**src/hw/csr_bridge_pkg.sv**
```systemverilog
// CSR bridge shared definitions
`default_nettype none

package csr_bridge_pkg;

  localparam int unsigned AXI_ADDR_WIDTH = 32;
  localparam int unsigned AXI_ID_WIDTH   = 2;
  localparam int unsigned CSR_DATA_WIDTH = 32;
  localparam int unsigned CSR_ADDR_WIDTH = 8;
  localparam logic [CSR_DATA_WIDTH-1:0] CSR_ID_VALUE = 32'hC5B0_0100;

  typedef enum logic [1:0] {
    RESP_OKAY   = 2'b00,
    RESP_SLVERR = 2'b10
  } axi_resp_e;

  typedef enum logic [1:0] {
    ST_IDLE = 2'd0,
    ST_REQ  = 2'd1,
    ST_RESP = 2'd2
  } chan_state_e;

  typedef struct packed {
    logic [AXI_ID_WIDTH-1:0]   id;
    logic [AXI_ADDR_WIDTH-1:0] addr;
  } axi_ar_t;

  // Same layout as the read address
  typedef axi_ar_t axi_aw_t;

  typedef struct packed {
    logic [CSR_DATA_WIDTH-1:0]   data;
    logic [CSR_DATA_WIDTH/8-1:0] strb;
  } axi_w_t;

  typedef struct packed {
    logic [AXI_ID_WIDTH-1:0]   id;
    logic [CSR_DATA_WIDTH-1:0] data;
    axi_resp_e                 resp;
  } axi_r_t;

  typedef struct packed {
    logic [AXI_ID_WIDTH-1:0] id;
    axi_resp_e               resp;
  } axi_b_t;

  typedef struct packed {
    logic                        write;
    logic [CSR_ADDR_WIDTH-1:0]   addr;
    logic [CSR_DATA_WIDTH-1:0]   wdata;
    logic [CSR_DATA_WIDTH/8-1:0] strb;
  } csr_req_t;

  typedef struct packed {
    logic                      write;
    logic [CSR_ADDR_WIDTH-1:0] addr;
    logic [CSR_DATA_WIDTH-1:0] wdata;
    logic [CSR_DATA_WIDTH-1:0] biten;
  } csr_bus_req_t;

  typedef struct packed {
    logic                      ack;
    logic                      err;
    logic [CSR_DATA_WIDTH-1:0] rdata;
  } csr_rsp_t;

endpackage

`default_nettype wire

```
**src/hw/axi_rd_channel.sv**
```systemverilog
// AXI read channel
`timescale 1ns/1ps
`default_nettype none

module axi_rd_channel
  import csr_bridge_pkg::*;
(
  input  wire logic     clk_i,
  input  wire logic     rst_ni,
  input  wire axi_ar_t  ar_i,
  input  wire logic     ar_valid_i,
  output logic          ar_ready_o,
  output axi_r_t        r_o,
  output logic          r_valid_o,
  input  wire logic     r_ready_i,
  output logic          req_valid_o,
  output csr_req_t      req_o,
  input  wire logic     done_i,
  input  wire csr_rsp_t rsp_i
);

  chan_state_e state_q;

  logic [AXI_ID_WIDTH-1:0]   id_q;
  logic [CSR_ADDR_WIDTH-1:0] addr_q;
  logic [CSR_DATA_WIDTH-1:0] rdata_q;
  axi_resp_e                 resp_q;

  assign ar_ready_o  = (state_q == ST_IDLE);
  assign req_valid_o = (state_q == ST_REQ);
  assign r_valid_o   = (state_q == ST_RESP);

  assign req_o.write = 1'b0;
  assign req_o.addr  = addr_q;
  assign req_o.wdata = '0;
  assign req_o.strb  = '0;

  assign r_o.id   = id_q;
  assign r_o.data = rdata_q;
  assign r_o.resp = resp_q;

  always_ff @(posedge clk_i or negedge rst_ni) begin
    if (!rst_ni) begin
      state_q <= ST_IDLE;
    end else begin
      case (state_q)
        ST_IDLE: if (ar_valid_i) state_q <= ST_REQ;
        ST_REQ:  if (done_i) state_q <= ST_RESP;
        ST_RESP: if (r_ready_i) state_q <= ST_IDLE;
        default: state_q <= ST_IDLE;
      endcase
    end
  end

  // Register port only sees the low address bits
  always_ff @(posedge clk_i) begin
    if (ar_valid_i && ar_ready_o) begin
      id_q   <= ar_i.id;
      addr_q <= ar_i.addr[CSR_ADDR_WIDTH-1:0];
    end
    if (done_i) begin
      rdata_q <= rsp_i.rdata;
      resp_q  <= rsp_i.err ? RESP_SLVERR : RESP_OKAY;
    end
  end

  a_r_stable : assert property (@(posedge clk_i) disable iff (!rst_ni)
    r_valid_o && !r_ready_i |=> $stable(r_o));

endmodule

`default_nettype wire

```
**src/hw/axi_wr_channel.sv**
```systemverilog
// AXI write channel
`timescale 1ns/1ps
`default_nettype none

module axi_wr_channel
  import csr_bridge_pkg::*;
(
  input  wire logic     clk_i,
  input  wire logic     rst_ni,
  input  wire axi_aw_t  aw_i,
  input  wire logic     aw_valid_i,
  output logic          aw_ready_o,
  input  wire axi_w_t   w_i,
  input  wire logic     w_valid_i,
  output logic          w_ready_o,
  output axi_b_t        b_o,
  output logic          b_valid_o,
  input  wire logic     b_ready_i,
  output logic          req_valid_o,
  output csr_req_t      req_o,
  input  wire logic     done_i,
  input  wire csr_rsp_t rsp_i
);

  chan_state_e state_q;
  logic        aw_held_q, w_held_q;
  logic        aw_hs, w_hs;
  logic        have_aw, have_w;

  logic [AXI_ID_WIDTH-1:0]   id_q;
  logic [CSR_ADDR_WIDTH-1:0] addr_q;
  axi_w_t                    w_q;
  axi_resp_e                 resp_q;

  // Each half is accepted once, in either order
  assign aw_ready_o = (state_q == ST_IDLE) && !aw_held_q;
  assign w_ready_o  = (state_q == ST_IDLE) && !w_held_q;
  assign aw_hs      = aw_valid_i && aw_ready_o;
  assign w_hs       = w_valid_i && w_ready_o;
  assign have_aw    = aw_held_q || aw_hs;
  assign have_w     = w_held_q || w_hs;

  assign req_valid_o = (state_q == ST_REQ);
  assign b_valid_o   = (state_q == ST_RESP);

  assign req_o.write = 1'b1;
  assign req_o.addr  = addr_q;
  assign req_o.wdata = w_q.data;
  assign req_o.strb  = w_q.strb;

  assign b_o.id   = id_q;
  assign b_o.resp = resp_q;

  always_ff @(posedge clk_i or negedge rst_ni) begin
    if (!rst_ni) begin
      state_q   <= ST_IDLE;
      aw_held_q <= 1'b0;
      w_held_q  <= 1'b0;
    end else begin
      case (state_q)
        ST_IDLE: begin
          if (have_aw && have_w) begin
            state_q   <= ST_REQ;
            aw_held_q <= 1'b0;
            w_held_q  <= 1'b0;
          end else begin
            aw_held_q <= have_aw;
            w_held_q  <= have_w;
          end
        end
        ST_REQ:  if (done_i) state_q <= ST_RESP;
        ST_RESP: if (b_ready_i) state_q <= ST_IDLE;
        default: state_q <= ST_IDLE;
      endcase
    end
  end

  always_ff @(posedge clk_i) begin
    if (aw_hs) begin
      id_q   <= aw_i.id;
      addr_q <= aw_i.addr[CSR_ADDR_WIDTH-1:0];
    end
    if (w_hs) w_q <= w_i;
    if (done_i) resp_q <= rsp_i.err ? RESP_SLVERR : RESP_OKAY;
  end

  a_done_in_req : assert property (@(posedge clk_i) disable iff (!rst_ni)
    done_i |-> state_q == ST_REQ);

endmodule

`default_nettype wire

```
**src/hw/csr_req_arbiter.sv**
```systemverilog
// Round-robin register port arbiter
`timescale 1ns/1ps
`default_nettype none

module csr_req_arbiter
  import csr_bridge_pkg::*;
(
  input  wire logic     clk_i,
  input  wire logic     rst_ni,
  input  wire logic     rd_valid_i,
  input  wire csr_req_t rd_req_i,
  output logic          rd_done_o,
  input  wire logic     wr_valid_i,
  input  wire csr_req_t wr_req_i,
  output logic          wr_done_o,
  output csr_rsp_t      rsp_o,
  output logic          port_req_o,
  output csr_req_t      port_data_o,
  input  wire csr_rsp_t port_rsp_i
);

  logic busy_q;
  logic owner_wr_q;
  logic last_wr_q;
  logic grant_rd, grant_wr;

  // Read wins a tie unless it was served last
  assign grant_rd = !busy_q && rd_valid_i && (!wr_valid_i || last_wr_q);
  assign grant_wr = !busy_q && wr_valid_i && !grant_rd;

  assign port_req_o  = grant_rd || grant_wr;
  assign port_data_o = grant_wr ? wr_req_i : rd_req_i;

  assign rd_done_o = busy_q && !owner_wr_q && port_rsp_i.ack;
  assign wr_done_o = busy_q && owner_wr_q && port_rsp_i.ack;
  assign rsp_o     = port_rsp_i;

  always_ff @(posedge clk_i or negedge rst_ni) begin
    if (!rst_ni) begin
      busy_q     <= 1'b0;
      owner_wr_q <= 1'b0;
      last_wr_q  <= 1'b1;
    end else if (port_req_o) begin
      busy_q     <= 1'b1;
      owner_wr_q <= grant_wr;
      last_wr_q  <= grant_wr;
    end else if (port_rsp_i.ack) begin
      busy_q <= 1'b0;
    end
  end

  // An ack with no request in flight would reach neither channel
  a_ack_owned : assert property (@(posedge clk_i) disable iff (!rst_ni)
    port_rsp_i.ack |-> busy_q);

endmodule

`default_nettype wire

```
**src/hw/csr_port_adapter.sv**
```systemverilog
// Register port adapter
`timescale 1ns/1ps
`default_nettype none

module csr_port_adapter
  import csr_bridge_pkg::*;
(
  input  wire logic     clk_i,
  input  wire logic     rst_ni,
  input  wire logic     req_i,
  input  wire csr_req_t req_data_i,
  output csr_rsp_t      rsp_o,
  output logic          bus_req_o,
  output csr_bus_req_t  bus_o,
  input  wire csr_rsp_t bus_rsp_i
);

  logic outstanding_q;

  // A request while one is unanswered never reaches the register block
  assign bus_req_o = req_i && !outstanding_q;

  assign bus_o.write = req_data_i.write;
  assign bus_o.addr  = req_data_i.addr;
  assign bus_o.wdata = req_data_i.wdata;

  for (genvar i = 0; i < CSR_DATA_WIDTH / 8; i++) begin : g_biten
    assign bus_o.biten[i*8+:8] = {8{req_data_i.strb[i]}};
  end

  assign rsp_o = bus_rsp_i;

  always_ff @(posedge clk_i or negedge rst_ni) begin
    if (!rst_ni) begin
      outstanding_q <= 1'b0;
    end else if (bus_req_o) begin
      outstanding_q <= 1'b1;
    end else if (bus_rsp_i.ack) begin
      outstanding_q <= 1'b0;
    end
  end

  a_no_req_outstanding : assert property (@(posedge clk_i) disable iff (!rst_ni)
    req_i |-> !outstanding_q);

endmodule

`default_nettype wire

```
**src/hw/csr_regfile.sv**
```systemverilog
// Control and status register block
`timescale 1ns/1ps
`default_nettype none

module csr_regfile
  import csr_bridge_pkg::*;
#(
  parameter int unsigned NUM_RW_REGS = 6
) (
  input  wire logic         clk_i,
  input  wire logic         rst_ni,
  input  wire logic         req_i,
  input  wire csr_bus_req_t bus_i,
  output csr_rsp_t          rsp_o
);

  localparam int unsigned IDX_W  = CSR_ADDR_WIDTH - 2;
  localparam int unsigned CNT_IDX = NUM_RW_REGS;
  localparam int unsigned ID_IDX  = NUM_RW_REGS + 1;

  logic [NUM_RW_REGS-1:0][CSR_DATA_WIDTH-1:0] scratch_q;
  logic [CSR_DATA_WIDTH-1:0] wr_count_q;
  logic [CSR_DATA_WIDTH-1:0] rdata_q;
  logic                      ack_q, err_q;

  logic [IDX_W-1:0]          word_idx;
  logic                      is_rw, is_ro, acc_err, wr_ok;
  logic [CSR_DATA_WIDTH-1:0] rd_data;

  assign word_idx = bus_i.addr[CSR_ADDR_WIDTH-1:2];
  assign is_rw    = word_idx < IDX_W'(NUM_RW_REGS);
  assign is_ro    = (word_idx == IDX_W'(CNT_IDX)) || (word_idx == IDX_W'(ID_IDX));
  assign acc_err  = !is_rw && (bus_i.write || !is_ro);
  assign wr_ok    = req_i && bus_i.write && is_rw;

  always_comb begin
    rd_data = '0;
    if (!bus_i.write) begin
      if (is_rw) rd_data = scratch_q[word_idx];
      else if (word_idx == IDX_W'(CNT_IDX)) rd_data = wr_count_q;
      else if (word_idx == IDX_W'(ID_IDX)) rd_data = CSR_ID_VALUE;
    end
  end

  always_ff @(posedge clk_i or negedge rst_ni) begin
    if (!rst_ni) begin
      scratch_q  <= '0;
      wr_count_q <= '0;
      ack_q      <= 1'b0;
      err_q      <= 1'b0;
    end else begin
      ack_q <= req_i;
      if (req_i) err_q <= acc_err;
      if (wr_ok) begin
        // Only enabled bits change
        scratch_q[word_idx] <= (scratch_q[word_idx] & ~bus_i.biten) |
                               (bus_i.wdata & bus_i.biten);
        wr_count_q <= wr_count_q + 1'b1;
      end
    end
  end

  always_ff @(posedge clk_i) begin
    if (req_i) rdata_q <= acc_err ? '0 : rd_data;
  end

  assign rsp_o.ack   = ack_q;
  assign rsp_o.err   = err_q;
  assign rsp_o.rdata = rdata_q;

endmodule

`default_nettype wire

```
**src/hw/csr_bridge_top.sv**
```systemverilog
// AXI to CSR bridge top
`timescale 1ns/1ps
`default_nettype none

module csr_bridge_top
  import csr_bridge_pkg::*;
#(
  parameter int unsigned NUM_RW_REGS = 6
) (
  input  wire logic    clk_i,
  input  wire logic    rst_ni,
  input  wire axi_ar_t ar_i,
  input  wire logic    ar_valid_i,
  output logic         ar_ready_o,
  output axi_r_t       r_o,
  output logic         r_valid_o,
  input  wire logic    r_ready_i,
  input  wire axi_aw_t aw_i,
  input  wire logic    aw_valid_i,
  output logic         aw_ready_o,
  input  wire axi_w_t  w_i,
  input  wire logic    w_valid_i,
  output logic         w_ready_o,
  output axi_b_t       b_o,
  output logic         b_valid_o,
  input  wire logic    b_ready_i
);

  logic         rd_valid, rd_done, wr_valid, wr_done;
  csr_req_t     rd_req, wr_req, port_data;
  csr_rsp_t     arb_rsp, adapt_rsp, reg_rsp;
  logic         port_req, bus_req;
  csr_bus_req_t bus_data;

  axi_rd_channel rd_chan_i (
    .clk_i, .rst_ni, .ar_i, .ar_valid_i, .ar_ready_o, .r_o, .r_valid_o, .r_ready_i,
    .req_valid_o(rd_valid), .req_o(rd_req), .done_i(rd_done), .rsp_i(arb_rsp)
  );

  axi_wr_channel wr_chan_i (
    .clk_i, .rst_ni, .aw_i, .aw_valid_i, .aw_ready_o, .w_i, .w_valid_i, .w_ready_o,
    .b_o, .b_valid_o, .b_ready_i,
    .req_valid_o(wr_valid), .req_o(wr_req), .done_i(wr_done), .rsp_i(arb_rsp)
  );

  csr_req_arbiter arb_i (
    .clk_i, .rst_ni,
    .rd_valid_i(rd_valid), .rd_req_i(rd_req), .rd_done_o(rd_done),
    .wr_valid_i(wr_valid), .wr_req_i(wr_req), .wr_done_o(wr_done),
    .rsp_o(arb_rsp), .port_req_o(port_req), .port_data_o(port_data),
    .port_rsp_i(adapt_rsp)
  );

  csr_port_adapter adapter_i (
    .clk_i, .rst_ni, .req_i(port_req), .req_data_i(port_data), .rsp_o(adapt_rsp),
    .bus_req_o(bus_req), .bus_o(bus_data), .bus_rsp_i(reg_rsp)
  );

  csr_regfile #(
    .NUM_RW_REGS(NUM_RW_REGS)
  ) regfile_i (
    .clk_i, .rst_ni, .req_i(bus_req), .bus_i(bus_data), .rsp_o(reg_rsp)
  );

endmodule

`default_nettype wire

```
**config.mk**
```make
export PLATFORM = sky130hd
export DESIGN_NAME = csr_bridge_top
export DESIGN_NICKNAME = d
export VERILOG_FILES = /design/src/hw/csr_bridge_pkg.sv /design/src/hw/axi_rd_channel.sv /design/src/hw/axi_wr_channel.sv /design/src/hw/csr_req_arbiter.sv /design/src/hw/csr_port_adapter.sv /design/src/hw/csr_regfile.sv /design/src/hw/csr_bridge_top.sv
export SDC_FILE = /design/constraint.sdc
export NUM_CORES = 1
export LEC_CHECK = 0
export ABC_AREA = 1
export ABC_CLOCK_PERIOD_IN_PS = 8100
export BUFFER_PORTS_ARGS = -buffer_cell sky130_fd_sc_hd__buf_2
export CORE_MARGIN = 2
export CORE_UTILIZATION = 30
export DETAILED_ROUTE_END_ITERATION = 8
export GPL_ROUTABILITY_DRIVEN = 1
export PLACE_DENSITY = 0.57
export SYNTH_ARGS = -nofsm -noshare
export SYNTH_HDL_FRONTEND = slang
export SYNTH_SLANG_ARGS = --single-unit
```
**constraint.sdc**
```tcl
create_clock -name clk_i -period 8.1 [get_ports clk_i]
set_clock_uncertainty 0.2 [all_clocks]
set_input_delay 0 -clock clk_i [delete_from_list [all_inputs] [get_ports clk_i]]
set_output_delay 0 -clock clk_i [all_outputs]
set_load 0.05 [all_outputs]
```
# After elaboration in Yosys (flattened, before gate mapping)
# Cells that the tools add are included.
# W data, S select, Z words.
[op_classes]
n_addsub = 1
magnitude_cmp = 3
eq_ne = 12
mux = 23
bitwise = 4
reduce_logical = 41
[ops]
columns = ["cell", "count"]
rows = [
  ["$bwmux W192", 1],
  ["$mux W32", 5],
  ["$bmux W32 S3", 1],
  ["$demux W32 S3", 1],
  ["$and A32 B32 Y32", 2],
  ["$mux W45", 1],
  ["$add A32 B1 Y32 const B", 1],
  ["$not A32 Y32", 1],
  ["$or A32 B32 Y32", 1],
  ["$logic_and A1 B1 Y1", 19],
  ["$mux W2", 7],
  ["$eq A6 B3 Y1 const B", 2],
  ["$pmux W2 S3", 2],
  ["$logic_not A1 Y1", 9],
  ["$ne A2 B2 Y1 const B", 4],
  ["$ge A6 B1 Y1 const B", 1],
  ["$logic_or A1 B1 Y1", 6],
  ["$lt A6 B3 Y1 const B", 1],
  ["$lt A6 B4 Y1 const B", 1],
  ["$reduce_and A3 Y1", 2],
  ["$mux W1", 5],
  ["$eq A2 B1 Y1 const B", 2],
  ["$eq A2 B2 Y1 const B", 2],
  ["$logic_not A2 Y1", 2],
  ["3 further kinds", 5],
]
[word_totals]
regBits = 360
inputBits = 111
output_inout_bits = 45
wordCells = 111

# Longest topological paths before layout
# Gate-level depths: netlist of the first run.
[depth]
ltp_word = 13
depth_mapped = 17
mapped_depth_nobuf = 15

# Cells and area by module
# From an unflattened synthesis of the first run, not the netlist that was laid out.
[hier_totals]
hier_cells = 2319
area_unflattened_um2 = 18690.4
[by_module_without_submodules]
columns = ["mod", "instances", "cells_each", "area_per_inst_um2", "seq_area_each_um2"]
rows = [
  ["csr_regfile", 1, 1821, 13421.6, 6616.3],
  ["axi_rd_channel", 1, 98, 1689.1, 1341.3],
  ["axi_wr_channel", 1, 85, 1672.9, 1511.4],
  ["csr_req_arbiter", 1, 201, 1051.0, 76.3],
  ["csr_port_adapter", 1, 114, 855.8, 25.0],
]

# Worst setup path before layout of the first run
# No wires, ideal clock.
[synth_path]
path_type = "register -> register"
start = "register wr_chan_i.state_q[0]"
end = "register wr_chan_i.state_q[0]"
setup_time_ps = 83
t_arrival_ps = 3755
required_ps = 7817
path_slack_ps = 4062
path_stages_with_launch = 7
n_path_buf = 0
synth_period_minus_slack_ps = 4038
path_cell_list = "dfrtp_1 nor2_1 inv_1 nor3_1 or2_2 o2111ai_1 o21ai_0"
[synth_via]
elab_chain_len = 7
elab_cells_between_ends = 15
cone_classes = "eq/ne: 5; mux: 1; reduce/logical: 9"
[synth_rtl]
columns = ["element", "line", "rtl"]
rows = [
  ["start, declared", "axi_wr_channel.sv:25", "chan_state_e state_q;"],
  ["start signal, assigned", "axi_wr_channel.sv:56", "state_q <= ST_IDLE;"],
  ["start signal, assigned", "axi_wr_channel.sv:63", "state_q <= ST_REQ;"],
  ["start signal, assigned", "axi_wr_channel.sv:71", "ST_REQ: if (done_i) state_q <= ST_RESP;"],
  ["$logic_not A2 Y1", "axi_wr_channel.sv:37", "assign w_ready_o = (state_q == ST_IDLE) && !w_held_q;"],
  ["$logic_and A1 B1 Y1", "axi_wr_channel.sv:37", ""],
  ["$logic_and A1 B1 Y1", "axi_wr_channel.sv:39", "assign w_hs = w_valid_i && w_ready_o;"],
  ["net wr_chan_i.w_hs", "axi_wr_channel.sv:27", "logic aw_hs, w_hs;"],
  ["$logic_or A1 B1 Y1", "axi_wr_channel.sv:41", "assign have_w = w_held_q || w_hs;"],
  ["$logic_and A1 B1 Y1", "axi_wr_channel.sv:62", "if (have_aw && have_w) begin"],
  ["$ne A2 B2 Y1 (no line)", "--", ""],
  ["$reduce_and A3 Y1 (no line)", "--", ""],
]
# The timed path passes the listed nets, and every way through them passes these cells.
# A chain may end at the register's enable or synchronous reset.

# Final worst setup path of the first run
[layout_path]
start = "register arb_i.last_wr_q"
end = "register regfile_i.scratch_q[52] (netlist bit)"
[layout_via]
elab_chain_len = 10
elab_cells_between_ends = 22
cone_classes = "order compare: 3; mux: 6; bitwise: 4; reduce/logical: 9"
[layout_rtl]
columns = ["element", "line", "rtl"]
rows = [
  ["start, declared", "csr_req_arbiter.sv:24", "logic last_wr_q;"],
  ["start signal, assigned", "csr_req_arbiter.sv:46", "last_wr_q <= grant_wr;"],
  ["$logic_or A1 B1 Y1 *", "csr_req_arbiter.sv:28", "assign grant_rd = !busy_q && rd_valid_i && (!wr_valid_i || last_wr_q);"],
  ["$logic_and A1 B1 Y1 *", "csr_req_arbiter.sv:28", ""],
  ["$logic_not A1 Y1", "csr_req_arbiter.sv:29", "assign grant_wr = !busy_q && wr_valid_i && !grant_rd;"],
  ["$logic_and A1 B1 Y1", "csr_req_arbiter.sv:29", ""],
  ["$mux W45", "csr_req_arbiter.sv:32", "assign port_data_o = grant_wr ? wr_req_i : rd_req_i;"],
  ["$ge A6 B1 Y1 (implied by the code), or another cell as far along", "csr_regfile.sv:56", "scratch_q[word_idx] <= (scratch_q[word_idx] & ~bus_i.biten) |"],
  ["$logic_and A1 B1 Y1 (implied by the code) or $mux W32 (tied branches)", "csr_regfile.sv:56", ""],
  ["$mux W32 (implied by the code) or $and A32 B32 Y32 (tied branches)", "csr_regfile.sv:56", ""],
  ["$demux W32 S3 or $or A32 B32 Y32 (tied branches)", "--", ""],
  ["$bwmux W192", "csr_regfile.sv:56", ""],
  ["end signal, assigned by index", "csr_regfile.sv:56", ""],
  ["end, declared", "csr_regfile.sv:21", "logic [NUM_RW_REGS-1:0][CSR_DATA_WIDTH-1:0] scratch_q;"],
]
# Every way passes the cells marked *; elsewhere a longest branch is shown, timed or not. The select of a mux whose other input is x is not followed.

==> results of run 1 <==
## layout make-up
type	count	area share
flip-flops and latches	354	0.456
well taps	756	0.0457
clock buffers	59	0.0578
multi-input cells	1458	0.318
repair buffers	234	0.0877
inverters	154	0.0280
clock inverters	16	0.00677
## path summary, 6_finish.rpt
check / slack (ns) / cells after the start / startpoint / to
max in group asynchronous: 6.12 / 4 / rst_ni / regfile_i.scratch_q[60]
min: 0.08 / 4 / ar_valid_i / rd_chan_i.state_q[0]
min in group asynchronous: 0.33 / 3 / rst_ni / regfile_i.scratch_q[107]
max: 2.66 / 13 / arb_i.last_wr_q / regfile_i.scratch_q[52]
max reg2reg: 2.66 / 13 / arb_i.last_wr_q / regfile_i.scratch_q[52]
min reg2reg: 0.22 / 0 / regfile_i.rdata_q[25] / rd_chan_i.rdata_q[25]
## Yosys cell counts (all sizes together), types with 2 or more instances
master / count / area share
a21oi: 3 / 0.00087
buf: 117 / 0.033
clkbuf: 21 / 0.0046
dfrtp: 235 / 0.34
edfxtp: 118 / 0.21
inv: 154 / 0.034
nand2: 756 / 0.17
nand3: 449 / 0.13
nand4: 8 / 0.0029
nor2: 84 / 0.020
nor3: 22 / 0.0064
nor3b: 2 / 0.00087
nor4: 2 / 0.00073
o21ai: 62 / 0.020
or2: 35 / 0.013
xor2: 28 / 0.014
## cell families after synthesis
| family | synth area share |
|---|---|
| XOR/XNOR | 0.0143 |
| AO/OA/AOI/OAI | 0.0223 |
| buffers and inverters | 0.0712 |
| adder cells (fa/ha/maj) | 0.000727 |
| other | 0.000218 |
| flip-flops | 0.549 |
| AND/OR/NAND/NOR | 0.342 |
## sequential cells by signal, summed over array words and instances (netlist names), 2 cells and up
name,cells
regfile_i.scratch_q,192
wr_chan_i.req_o,36
rd_chan_i.rdata_q,32
regfile_i.rdata_q,32
regfile_i.wr_count_q,32
rd_chan_i.addr_q,6
wr_chan_i.addr_q,6
rd_chan_i.id_q,2
rd_chan_i.state_q,2
wr_chan_i.id_q,2
wr_chan_i.state_q,2
## worst reg2reg max path, delay by kind of cell (launching register included)
family / cells / cell delay [ns]
buffers and inverters: 3 / 1.38
DFF: 1 / 0.54
and+or+nand+nor: 10 / 3.19
## power breakdown
part	internal [mW]	total, mW	switching (mW)	leakage (nW)
logic	0.307	1.39	1.09	5.03
clock network	1.09	1.84	0.745	0.656
registers	2.08	2.16	0.0844	4.36
## metrics by stage
| step | instances | cell area (sq um) | setup slack [ns] | hold slack [ns] | power [mW] |
|---|---|---|---|---|---|
| 6_report | 3031 | 20700 | 2.66 | 0.0817 | 5.39 |
| 5_1_grt | 3031 | 20700 | 2.35 | 0.120 | 5.64 |
| 4_1_cts | 3031 | 20700 | 2.67 | 0.0523 | 5.43 |
| 3_5_place_dp | 2842 | 18200 | 2.70 | -0.0243 | 3.52 |
| 3_3_place_gp | 2842 | 18200 | 2.83 | -0.0418 | 3.50 |
| 2_1_floorplan | 2104 | 17200 | 4.06 | -0.496 | 3.07 |
## metal layers
| metal | routed length [microns] | share of wire | track usage | vias to the layer above |
|---|---|---|---|---|
| li1 | - | - | - | 7064 |
| met1 | 23000 | 0.43 | 0.236 | 7156 |
| met2 | 24500 | 0.46 | 0.287 | 545 |
| met3 | 4130 | 0.078 | 0.0387 | 87 |
| met4 | 1330 | 0.025 | 0.0592 | 0 |
| met5 | 0 | 0 | 0 | - |
==> results.sh, run 1 <==
export IMPL_grt_ovfl_total=0
export IMPL_async_reset_ff_frac=0.667
export IMPL_synthCells=2103
export IMPL_clk_path_buf_depth=3
export IMPL_irDropWorstVdd_v=0.000158
export IMPL_cp_top_family="simple AND/OR/NAND/NOR gates"
export IMPL_ys_seq_elements=354
export IMPL_detail_route_antenna_nets=0
export IMPL_post_cts_setup_buffers=0
export IMPL_h_tree_depth=2
export IMPL_design_portCount=156
export IMPL_grt_usage=0.178
export IMPL_min_period_ns=5.44
export IMPL_hpwl_microns=31000
export IMPL_antenna_found_initial=0
export IMPL_synth_flop_cell="dfrtp_1"
export IMPL_syn_area_per_cell_sq_um=8.18
export IMPL_relSlewSlack=0.266
export IMPL_cts_sinks=354
export IMPL_cts_resized=0
export IMPL_finalSetupViolations=0
export IMPL_cap_violations=0
export IMPL_crit_chain="nand3_2, nand2_4, inv_4, nand2_1, nand2_2, nand2_2, nand2_4, inv_2, nand2_4, inv_2, nand2_2, nand2_1, nand2_1"
export IMPL_rsz0062_at_grt="no"
export IMPL_ctsRootBufferMaster="clkbuf_16"
export IMPL_clk_pin_slew_ns=0.06
export IMPL_ff_latch_area_sq_mm=0.00945
export IMPL_start_util=0.304
export IMPL_crit_arrival_ns=5.68
export IMPL_fmax_ghz=0.184
export IMPL_die_w_microns=243
export IMPL_fin_setup_tns_ns=0
export IMPL_synth_area_sq_mm=0.0172
export IMPL_ys_warn_count=0
export IMPL_row_count=87
export IMPL_slowest_stage="nand2_2"
export IMPL_routed_wl_microns=53000
export IMPL_fillers=5704
export IMPL_end_kind="register"
export IMPL_path_class="reg -> reg"
export IMPL_multi_input_area_sq_mm=0.00658
export IMPL_powerDensity_mw_per_mm2=260
export IMPL_status="complete, no violations"
export IMPL_cts_hold_buffers=114
export IMPL_grt_max_degree=69
export IMPL_slew_viol_final=0
export IMPL_critPathRequiredTime_ns=8.33
export IMPL_drc=0
export IMPL_layout_cells_most_common="nand2_1"
export IMPL_routed_via_count=14900
export IMPL_antenna_cells=0
export IMPL_area_growth_pct=20.4
export IMPL_die_area_sq_mm=0.0593
export IMPL_critPathLaunchType="register"
export IMPL_clkLatencyLatePin_ns=0.57
export IMPL_tightestPinTransition_ns=1.10
export IMPL_nets=2355
export IMPL_numCtsBuffers=41
export IMPL_drive_above_1_share=0.114
export IMPL_drtIter0Drc=1322
export IMPL_fin_crit_sh=0.672
export IMPL_crit_fanout=41
export IMPL_slowest_delay_ns=0.79
export IMPL_viasPerCell=4.90
export IMPL_synth_edf_count=118
export IMPL_io_buffers=101
export IMPL_gp_congestion=0.935
export IMPL_die_h_microns=243
export IMPL_power_leakage_nw=10.0
export IMPL_yosysSeqAreaShare=0.549
export IMPL_synth_cell_types=36
export IMPL_critPathBufInv=3
export IMPL_core_area_sq_mm=0.0565
export IMPL_hold_viol=0
export IMPL_final_cell_mix="nand2_1, nand3_1, dfrtp_1, inv_1, edfxtp_1"
export IMPL_hold_class="in -> reg"
export IMPL_utilization=0.366
export IMPL_grt_pass1_wl_microns=82600
export IMPL_dr_pass1_iters=5
export IMPL_grt_pass1_vias=14600
export IMPL_wire_per_inst_microns=17.5
export IMPL_cts_tree="built"
(Power assumes the default switching activity.)
==> run 2: changes to the inputs <==
--- a/config.mk
+++ b/config.mk
@@ -6,7 +6,7 @@
 export NUM_CORES = 1
 export LEC_CHECK = 0
 export ABC_AREA = 1
-export ABC_CLOCK_PERIOD_IN_PS = 8100
+export ABC_CLOCK_PERIOD_IN_PS = 5150
 export BUFFER_PORTS_ARGS = -buffer_cell sky130_fd_sc_hd__buf_2
 export CORE_MARGIN = 2
 export CORE_UTILIZATION = 30
==> constraint.sdc (replaced) <==
create_clock -name clk_i -period 5.15 [get_ports clk_i]
set_clock_uncertainty 0.2 [all_clocks]
set_input_delay 0 -clock clk_i [delete_from_list [all_inputs] [get_ports clk_i]]
set_output_delay 0 -clock clk_i [all_outputs]
set_load 0.05 [all_outputs]
==> results.sh, run 2 (synthesis gave the netlist of run 1 again) <==
export IMPL_area_growth_pct=21.4
export IMPL_p_total_mw=8.62
export IMPL_die_h_microns=243
export IMPL_layout_cells_most_common="nand2_1"
export IMPL_hold_viol=0
export IMPL_cts_sinks=354
export IMPL_placed_cells=2855
export IMPL_nets=2369
export IMPL_p_sw_frac=0.352
export IMPL_crit_arrival_ns=4.05
export IMPL_end_kind="register"
export IMPL_fin_setup_tns_ns=0
export IMPL_crit_fanout=65
export IMPL_holdPathEnd="rd_chan_i.state_q[0]"
export IMPL_irDropWorstVdd_v=0.000234
export IMPL_hold_ws_ns=0.126
export IMPL_r2r_start="arb_i.last_wr_q"
export IMPL_whs_path_depth=4
export IMPL_final_cell_mix="nand2_1, nand3_1, dfrtp_1, inv_1, edfxtp_1"
export IMPL_drtIter0Drc=1466
export IMPL_cap_violations=0
export IMPL_clk_path_buf_depth=3
export IMPL_antenna_cells=0
export IMPL_finalSetupViolations=0
export IMPL_wl_met1_microns=22900
export IMPL_holdCritStartpoint="ar_valid_i"
export IMPL_critPathLaunchType="register"
export IMPL_io_buffers=101
export IMPL_path_class="reg -> reg"
export IMPL_power_share_clock=0.349
export IMPL_grt_pass1_vias=14800
export IMPL_cts_tree="built"
export IMPL_tightestPinTransition_ns=1.01
export IMPL_dr_pass1_iters=5
export IMPL_p_int_mw=5.58
export IMPL_die_area_sq_mm=0.0593
export IMPL_seq_power_share=0.395
export IMPL_core_area_sq_mm=0.0565
export IMPL_ctsRootBufferMaster="clkbuf_16"
export IMPL_routed_via_count=15000
export IMPL_stdcell_count=3046
export IMPL_r2r_end="regfile_i.scratch_q[114]"
export IMPL_largest_reg_flops=192
export IMPL_fillers=5694
export IMPL_grt_pass1_wl_microns=83600
export IMPL_drive_above_1_share=0.118
export IMPL_p_sw_mw=3.04
export IMPL_clkLatencyLatePin_ns=0.56
export IMPL_dr_wl_met2_microns=24800
export IMPL_design_portCount=156
export IMPL_relSlewSlack=0.324
export IMPL_h_tree_depth=2
export IMPL_power_leakage_nw=10.1
export IMPL_hold_class="in -> reg"
export IMPL_grt_max_degree=124
export IMPL_grt_ovfl_total=0
export IMPL_wire_per_inst_microns=17.5
export IMPL_fmax_ghz=0.266
export IMPL_antenna_found_initial=1
export IMPL_multi_input_area_sq_mm=0.00657
export IMPL_wl_met3_microns=4330
export IMPL_post_cts_setup_buffers=0
export IMPL_slew_viol_final=0
export IMPL_cts_resized=0
export IMPL_numCtsBuffers=42
export IMPL_combPwrFrac=0.256
export IMPL_gp_congestion=0.914
export IMPL_critPathRequiredTime_ns=5.45
export IMPL_powerDensity_mw_per_mm2=413
export IMPL_drc=0
export IMPL_rsz0062_at_grt="no"
export IMPL_status="complete, no violations"
export IMPL_fin_crit_sh=0.729
export IMPL_rrSetupSlack_ns=1.40
export IMPL_die_w_microns=243
export IMPL_ff_latch_area_sq_mm=0.00945
export IMPL_min_period_ns=3.75
export IMPL_top_register="regfile_i.scratch_q"
export IMPL_clk_pin_slew_ns=0.06
export IMPL_top_layer="met4"
export IMPL_start_util=0.304
export IMPL_hpwl_microns=31600
export IMPL_detail_route_antenna_nets=0
export IMPL_viasPerCell=4.93
export IMPL_grt_usage=0.180
export IMPL_row_count=87
export IMPL_routed_wl_microns=53300
export IMPL_r2r_cells=10
## run 2: per-layer routing
layer | GRT usage | vias up
met5 | 0 | -
met4 | 0.0610 | 0
met3 | 0.0353 | 99
met2 | 0.293 | 647
met1 | 0.238 | 7194
li1 | - | 7082
## run 2: worst max path at each step
stage / startpoint / endpoint / slack, ns
final: arb_i.last_wr_q / regfile_i.scratch_q[114] / 1.40
after global routing: rd_chan_i.state_q[1] / regfile_i.scratch_q[127] / 1.18
after CTS: arb_i.last_wr_q / regfile_i.scratch_q[126] / 1.46
after detailed placement: arb_i.last_wr_q / regfile_i.scratch_q[126] / 1.49
after global placement: arb_i.last_wr_q / regfile_i.scratch_q[112] / 1.55
after floorplan: wr_chan_i.state_q[0] / wr_chan_i.state_q[0] / 1.11
## run 2: metrics by stage
stage | utilization | setup slack [ns] | cell area, sq um
2_1_floorplan | - | 1.11 | 17200
3_3_place_gp | 0.324 | 1.55 | 18300
3_5_place_dp | 0.324 | 1.49 | 18300
4_1_cts | 0.370 | 1.46 | 20900
5_1_grt | 0.370 | 1.18 | 20900
6_report | 0.370 | 1.40 | 20900
## run 2: final cells by class
| class | count | share of cell area |
|---|---|---|
| Sequential cell | 354 | 0.453 |
| Multi-Input combinational cell | 1458 | 0.314 |
| Timing Repair Buffer | 247 | 0.0925 |
| Clock buffer | 60 | 0.0589 |
| Tap cell | 756 | 0.0453 |
| Inverter | 154 | 0.0278 |
| Clock inverter | 17 | 0.00827 |
## run 2: power by group through the flow
stage	clock (mW)	combinational [mW]	sequential (mW)
2_1_floorplan	0	1.27	3.56
3_3_place_gp	0	2.08	3.44
3_5_place_dp	0	2.11	3.45
4_1_cts	3.09	2.19	3.40
5_1_grt	3.20	2.40	3.43
6_report	3.01	2.21	3.40
## run 2: critical path, stage by stage (launching register included)
cell and delay [ns]:
dfstp_2 0.53, nand3_2 0.13, nand2_4 0.25, nand2_2 0.10
nand2_2 0.13, buf_4 0.72, nand4_1 0.33, nor2_2 0.55
buf_4 0.50, nand3_1 0.14, nand2_1 0.08
## run 2: timing repair
item                       4_1_cts  5_1_grt
hold endpoints to repair       200        0
hold buffers                   114        0
setup endpoints to repair        0        0
